File: src/amp_ui_pkg.sv
// Shared types and constants for the amplifier front panel, imported by every RTL block
package amp_ui_pkg;

	// Number of effect buttons on the panel
	localparam int num_effects = 8;

	// Clock cycles per display refresh, 60 Hz from a 50 MHz clock
	localparam int default_frame_div = 833334;

	// Effect 0 to 7, shown as 1 to 8 on the panel
	typedef logic [2:0] effect_id_t;

	// Index into the fixed draw list
	typedef logic [3:0] draw_step_t;

	// Band that a tone step applies to
	typedef enum logic [1:0] {
		band_gain,
		band_treble,
		band_bass
	} tone_band_t;

	// Raw button levels from the panel
	typedef struct packed {
		logic [num_effects-1:0] go_effect;
		logic clear;
		logic gain_up;
		logic gain_down;
		logic treble_up;
		logic treble_down;
		logic bass_up;
		logic bass_down;
		logic record_yes;
		logic record_no;
		logic play_yes;
		logic play_no;
	} panel_buttons_t;

	// Command levels towards the amplifier core
	typedef struct packed {
		logic start_amp;
		logic idle;
		logic set_effect;
		effect_id_t effect;
		logic unset_effect;
		logic tone_step;
		tone_band_t tone_band;
		// 1 steps the band up
		logic tone_up;
		logic set_record;
		logic unset_record;
		logic set_play;
		logic unset_play;
	} panel_cmd_t;

endpackage

File: src/panel_control.sv
// Moore FSM that turns panel button levels into effect, tone and session commands
module panel_control import amp_ui_pkg::*; (
	input  logic           clk,
	input  logic           resetn,
	input  panel_buttons_t buttons,
	output panel_cmd_t     cmd
);

	typedef enum logic [3:0] {
		st_start,
		st_idle,
		st_effect,
		st_clear,
		st_tone_hold,
		st_tone_step,
		st_record,
		st_record_end,
		st_play,
		st_play_end
	} panel_state_t;

	panel_state_t state_q;
	panel_state_t state_d;

	// Latched at the press, used while the press lasts
	effect_id_t effect_q;
	effect_id_t effect_d;
	tone_band_t band_q;
	tone_band_t band_d;
	logic       up_q;
	logic       up_d;

	// Lowest pressed effect wins
	function automatic effect_id_t lowest_effect(logic [num_effects-1:0] go);
		effect_id_t id;
		id = '0;
		for (int i = num_effects - 1; i >= 0; i--) begin
			if (go[i]) begin
				id = effect_id_t'(i);
			end
		end
		return id;
	endfunction

	// Level of the tone button that started the current hold
	function automatic logic tone_button(panel_buttons_t b, tone_band_t band, logic up);
		logic level;
		case (band)
			band_gain:   level = up ? b.gain_up : b.gain_down;
			band_treble: level = up ? b.treble_up : b.treble_down;
			default:     level = up ? b.bass_up : b.bass_down;
		endcase
		return level;
	endfunction

	always_comb begin
		state_d  = state_q;
		effect_d = effect_q;
		band_d   = band_q;
		up_d     = up_q;

		case (state_q)
			st_start: begin
				state_d = st_idle;
			end

			// Priority: effects, clear, tone buttons, then sessions
			st_idle: begin
				if (|buttons.go_effect) begin
					state_d  = st_effect;
					effect_d = lowest_effect(buttons.go_effect);
				end else if (buttons.clear) begin
					state_d = st_clear;
				end else if (buttons.gain_up) begin
					state_d = st_tone_hold;
					band_d  = band_gain;
					up_d    = 1'b1;
				end else if (buttons.gain_down) begin
					state_d = st_tone_hold;
					band_d  = band_gain;
					up_d    = 1'b0;
				end else if (buttons.treble_up) begin
					state_d = st_tone_hold;
					band_d  = band_treble;
					up_d    = 1'b1;
				end else if (buttons.treble_down) begin
					state_d = st_tone_hold;
					band_d  = band_treble;
					up_d    = 1'b0;
				end else if (buttons.bass_up) begin
					state_d = st_tone_hold;
					band_d  = band_bass;
					up_d    = 1'b1;
				end else if (buttons.bass_down) begin
					state_d = st_tone_hold;
					band_d  = band_bass;
					up_d    = 1'b0;
				end else if (buttons.record_yes) begin
					state_d = st_record;
				end else if (buttons.play_yes) begin
					state_d = st_play;
				end
			end

			st_effect: begin
				if (!buttons.go_effect[effect_q]) begin
					state_d = st_idle;
				end
			end

			st_clear: begin
				if (!buttons.clear) begin
					state_d = st_idle;
				end
			end

			// Step fires only once the button is let go
			st_tone_hold: begin
				if (!tone_button(buttons, band_q, up_q)) begin
					state_d = st_tone_step;
				end
			end

			st_tone_step: begin
				state_d = st_idle;
			end

			st_record: begin
				if (buttons.record_no) begin
					state_d = st_record_end;
				end
			end

			st_record_end: begin
				state_d = st_idle;
			end

			st_play: begin
				if (buttons.play_no) begin
					state_d = st_play_end;
				end
			end

			st_play_end: begin
				state_d = st_idle;
			end

			default: begin
				state_d = st_idle;
			end
		endcase
	end

	always_ff @(posedge clk) begin
		if (!resetn) begin
			state_q <= st_start;
		end else begin
			state_q <= state_d;
		end
	end

	always_ff @(posedge clk) begin
		effect_q <= effect_d;
		band_q   <= band_d;
		up_q     <= up_d;
	end

	// Commands come from the state register only
	always_comb begin
		cmd = '0;
		case (state_q)
			st_start:      cmd.start_amp = 1'b1;
			st_idle:       cmd.idle = 1'b1;
			st_effect: begin
				cmd.set_effect = 1'b1;
				cmd.effect     = effect_q;
			end
			st_clear:      cmd.unset_effect = 1'b1;
			st_tone_step: begin
				cmd.tone_step = 1'b1;
				cmd.tone_band = band_q;
				cmd.tone_up   = up_q;
			end
			st_record:     cmd.set_record = 1'b1;
			st_record_end: cmd.unset_record = 1'b1;
			st_play:       cmd.set_play = 1'b1;
			st_play_end:   cmd.unset_play = 1'b1;
			default:       cmd = '0;
		endcase
	end

	// Never two commands to the core at once
	assert property (@(posedge clk) disable iff (!resetn)
		$onehot0({cmd.set_effect, cmd.unset_effect, cmd.tone_step, cmd.set_record,
			cmd.unset_record, cmd.set_play, cmd.unset_play}));

	// One step per press
	assert property (@(posedge clk) disable iff (!resetn)
		cmd.tone_step |=> !cmd.tone_step);

endmodule

File: src/frame_tick.sv
// Clock divider that gives the display sequencer a one-cycle refresh tick
module frame_tick import amp_ui_pkg::*; #(
	parameter int frame_div = default_frame_div
) (
	input  logic clk,
	input  logic resetn,
	output logic tick
);

	localparam int cnt_w = (frame_div > 1) ? $clog2(frame_div) : 1;

	logic [cnt_w-1:0] count_q;

	always_ff @(posedge clk) begin
		if (!resetn) begin
			count_q <= '0;
			tick    <= 1'b0;
		end else if (count_q == cnt_w'(frame_div - 1)) begin
			count_q <= '0;
			tick    <= 1'b1;
		end else begin
			count_q <= count_q + 1'b1;
			tick    <= 1'b0;
		end
	end

	// A real divider never gives back-to-back ticks
	if (frame_div > 1) begin : g_tick_check
		assert property (@(posedge clk) disable iff (!resetn)
			tick |=> !tick);
	end

endmodule

File: src/display_sequencer.sv
// FSM that walks the sixteen draw steps per refresh with a request/done handshake
module display_sequencer import amp_ui_pkg::*; (
	input  logic       clk,
	input  logic       resetn,
	input  logic       tick,
	input  logic       draw_done,
	output logic       draw_req,
	output draw_step_t draw_step,
	output logic       write_en
);

	typedef enum logic {
		st_idle,
		st_busy
	} seq_state_t;

	// Effect 8 is the last entry of the draw list
	localparam draw_step_t last_step = draw_step_t'(15);

	seq_state_t state_q;
	seq_state_t state_d;
	draw_step_t step_q;
	draw_step_t step_d;

	always_comb begin
		state_d = state_q;
		step_d  = step_q;

		case (state_q)
			// Ticks while busy are simply not looked at
			st_idle: begin
				if (tick) begin
					state_d = st_busy;
					step_d  = '0;
				end
			end

			st_busy: begin
				if (draw_done) begin
					// Counter wraps back to 0 after the last step
					step_d = step_q + 1'b1;
					if (step_q == last_step) begin
						state_d = st_idle;
					end
				end
			end

			default: begin
				state_d = st_idle;
				step_d  = '0;
			end
		endcase
	end

	always_ff @(posedge clk) begin
		if (!resetn) begin
			state_q <= st_idle;
			step_q  <= '0;
		end else begin
			state_q <= state_d;
			step_q  <= step_d;
		end
	end

	assign draw_req  = (state_q == st_busy);
	assign draw_step = step_q;

	// Pixel writes stay open for the whole refresh
	assign write_en = (state_q == st_busy);

	// Pixel engine sees a stable step until it answers
	assert property (@(posedge clk) disable iff (!resetn)
		(draw_req && !draw_done) |=> $stable(draw_step));

endmodule

File: src/amp_ui_top.sv
// Top level of the front-panel controller, joining buttons, refresh tick and display steps
module amp_ui_top import amp_ui_pkg::*; #(
	parameter int frame_div = default_frame_div
) (
	input  logic           clk,
	input  logic           resetn,
	input  panel_buttons_t buttons,
	output panel_cmd_t     cmd,
	input  logic           draw_done,
	output logic           draw_req,
	output draw_step_t     draw_step,
	output logic           write_en
);

	// Refresh pulse from the divider
	logic tick;

	panel_control u_panel_control (
		.clk     (clk),
		.resetn  (resetn),
		.buttons (buttons),
		.cmd     (cmd)
	);

	frame_tick #(
		.frame_div (frame_div)
	) u_frame_tick (
		.clk    (clk),
		.resetn (resetn),
		.tick   (tick)
	);

	// Drives the pixel engine directly
	display_sequencer u_display_sequencer (
		.clk       (clk),
		.resetn    (resetn),
		.tick      (tick),
		.draw_done (draw_done),
		.draw_req  (draw_req),
		.draw_step (draw_step),
		.write_en  (write_en)
	);

endmodule

File: config.mk
export PLATFORM = sky130hd
export DESIGN_NAME = amp_ui_top
export DESIGN_NICKNAME = d
export VERILOG_FILES = /design/src/amp_ui_pkg.sv /design/src/panel_control.sv /design/src/frame_tick.sv /design/src/display_sequencer.sv /design/src/amp_ui_top.sv
export SDC_FILE = /design/constraint.sdc
export NUM_CORES = 1
export LEC_CHECK = 0
export ABC_CLOCK_PERIOD_IN_PS = 2200
export BUFFER_PORTS_ARGS = -buffer_cell sky130_fd_sc_hd__buf_2
export CAP_MARGIN = 5
export CORE_ASPECT_RATIO = 1.25
export CORE_MARGIN = 5
export CORE_UTILIZATION = 25
export DETAILED_ROUTE_END_ITERATION = 10
export SYNTH_ARGS = -nofsm -noshare
export SYNTH_HDL_FRONTEND = slang
export SYNTH_SLANG_ARGS = --single-unit
File: constraint.sdc
create_clock -name clk -period 2.2 [get_ports clk]
set_input_delay 0.22 -clock clk [delete_from_list [all_inputs] [get_ports clk]]
set_output_delay 0.22 -clock clk [all_outputs]
set_load 0.02 [all_outputs]
==> impl_metrics.ini <==
[clocking]
cts-resized-gates = 0
clk_pin_slew_ns = 0.07
cts_hold_buffers = 0
postCtsSetupBuffers = 0
worstSkewPairLatency_ns = 0.28
clock_path_buffers = 2
cts_htree_levels = 2
clock_sinks = 36
cts_tree = yes
cts_root_buffer = clkbuf_8
cts_buffers = 5

[cells_and_area]
final_nets = 303
drive_gt1_share_pct = 23.66
final.fill_count = 824
fin_util_pct = 31.30
syn_to_final_growth_pct = 23.05
insertedDiodeCount = 0

[sta]
rsz0062_at_grt = false
relSlewSlack_pct = 65.96
tightest_slew_ns = 0.5087
layout_setup_ws_ns = 0.1548
hold_ws_ns = 0.2317
hold_violations = 0
tns_ns = 0
fmax_mhz = 489.0
finClkSkew_ns = 0.002689
setup_viol = 0
period_minus_slack_ns = 2.045
final_max_slew_viol_count = 0
period_share_pct = 92.96

[setup_path]
required_ns = 2.17
r2r_slack_ns = 0.15
cp_top_family = simple AND/OR/NAND/NOR gates
end_kind = flop
slowest_stage = or4_4
crit_type = flop to flop
worstPathMaxFanout = 5
cp.arrival_ns = 2.01
worstPathCellList = or4b_4 -> or4_4 -> a21oi_1
critPathMaxStageDelay_ns = 0.58
crit_path_start_kind = flop
path_buf_inv = 0

[power]
p_per_area_nw_per_um2 = 665.8
intPower_mw = 1.176
switching_share_pct = 27.14
power.leakage_nw = 0.9944
combPwrFrac_pct = 19.8
clock_power_share_pct = 35.0
p_sw_mw = 0.4382
ir_drop_mv = 0.3244
power.share.sequential_pct = 45.2

[routing]
drt_wl_total_mm = 4.196
via_per_inst = 4.727
ant_nets = 0
dr.first_iter.drc_count = 49
vias = 1768
wire_per_inst_um = 11.22
drc = 0
firstDrtPassIters = 4

[floorplanning]
fp.dieW_um = 89.41
die_y_um = 109.3
core_um2 = 7747
start_util_pct = 25.44
rows = 36
io_pins = 43
die-area_um2 = 9769

[synth]
synth-main-ff-cell = dfxtp_1
synth_seq_cells = 36
ys_async_sr_fraction_pct = 0
synth_edf_count = 6
yosysTopAreaCell = dfxtp_1
syn-num-nets = 255
synth_cells = 230
synth_common_cells = nor2_1, dfxtp_1, nand2_1, inv_1, xor2_1
yosysMostFrequentCell = nor2_1
netlist_top_cells_area = dfxtp_1, edfxtp_1, nor2_1
post_synth.cell_area_avg_um2 = 8.568
synth.cell_area_um2 = 1971
ys_seq_area_share_pct = 39.62
synth_top_area_share_pct = 30.48
yosysWarnings = 0
synth_cell_types = 49

[placement]
hpwl_mm = 3.312
globalplace.congestion = 0.7495
place_ws_ns = 0.05093
portBuffers = 42

[global_route]
grt_max_degree = 21
grt_pass1_wl_mm = 6.927
grt_pass1_vias = 1682
antenna_found_initial = 0
grt_usage_pct = 8.841
grt_overflow_total = 0

[status]
status = complete, no violations

[flow_run]
maxCapViolCount = 0

[worst_hold_path]
hp-class = input port to flop
-- layer usage --
metal	track usage [%]	wire length, um	vias to the layer above	part of all wire [%]
li1	-	-	912	-
met1	9.275	1778	810	42
met2	16.39	2056	40	49
met3	2.494	296	6	7.1
met4	3.191	64	0	1.5
met5	0	0	-	0
-- cells in the final DEF, fill, tap and decap left out, types with 2 or more instances in the layout --
cell        n
a21oi_1     7
and4_1      2
nand3_1     8
or4_4       2
mux2i_1     7
o21ai_0     3
xnor2_1     7
dfxtp_1    30
nor3_1      8
o21bai_1    2
edfxtp_1    6
and3_1      5
xor2_1     11
nor2b_1     3
nand4_1     8
nor2_1     46
a22oi_1     2
buf_2      42
nor4b_1     2
clkbuf_8    5
nor4_1      4
and2_1      8
nand2b_1    2
ha_1        3
o2111ai_1   2
buf_4       7
inv_1      11
nand2_1    12
-- power groups by stage --
stage / registers, mW / clock network [mW] / logic [mW]
final: 0.730 / 0.565 / 0.319
after global routing: 0.735 / 0.611 / 0.355
after CTS: 0.730 / 0.589 / 0.322
after detailed placement: 0.746 / 0 / 0.321
after global placement: 0.745 / 0 / 0.318
after floorplan: 0.738 / 0 / 0.213
-- cell type report --
type,count,area [um^2],share of cell area [%]
sequential,36,780.7,32.20
inverter,11,41.29,1.703
multi-input combinational,175,1114,45.92
tap,95,118.9,4.902
clock inverter,2,35.03,1.445
timing repair buffer,49,262.8,10.84
clock buffer,6,72.57,2.993
-- flip-flops by register name (all words and copies together), names as in the netlist --
name                           count
u_display_sequencer.draw_step      4
u_panel_control.effect_q           3
u_panel_control.band_q             2
u_panel_control.state_q            4
u_frame_tick.count_q              20
u_frame_tick.tick                  1
u_panel_control.up_q               1
u_display_sequencer.draw_req       1
-- path summary, 6_finish.rpt --
check | startpoint | end | cells after the start
worst max register to register | u_panel_control.state_q[3]$_SDFFE_PN0P_ | u_panel_control.band_q[0]$_SDFFCE_PP0P_ | 3
worst min register to register | u_frame_tick.count_q[0]$_SDFF_PP0_ | u_frame_tick.count_q[0]$_SDFF_PP0_ | 1
worst min-delay path | resetn | u_display_sequencer.draw_req$_SDFF_PN0_ | 3
worst max-delay path | u_panel_control.state_q[3]$_SDFFE_PN0P_ | u_panel_control.band_q[0]$_SDFFCE_PP0P_ | 3
-- tightest hold or removal path: cells and delay by family --
kind | cells | cell delay [ns]
buf+inv | 1 | 0.14
compound gates | 2 | 0.12
-- cell families after synthesis --
kind of cell,share of synthesized area [%]
AOI/OAI and AO/OA,10.48
xor gates and xnor gates,8.000
adders and majority gates,1.905
buffers and inverters,3.873
DFF,39.62
muxes,3.556
and+or+nand+nor,32.57
-- per-stage QoR --
step                power, mW  cells  instance area (um^2)
floorplan              0.9505    230                  1971
global placement        1.063    366                  2317
detailed placement      1.067    366                  2317
CTS                     1.641    374                  2425
global route            1.700    374                  2425
finish                  1.615    374                  2425
(Power assumes the default switching activity.)
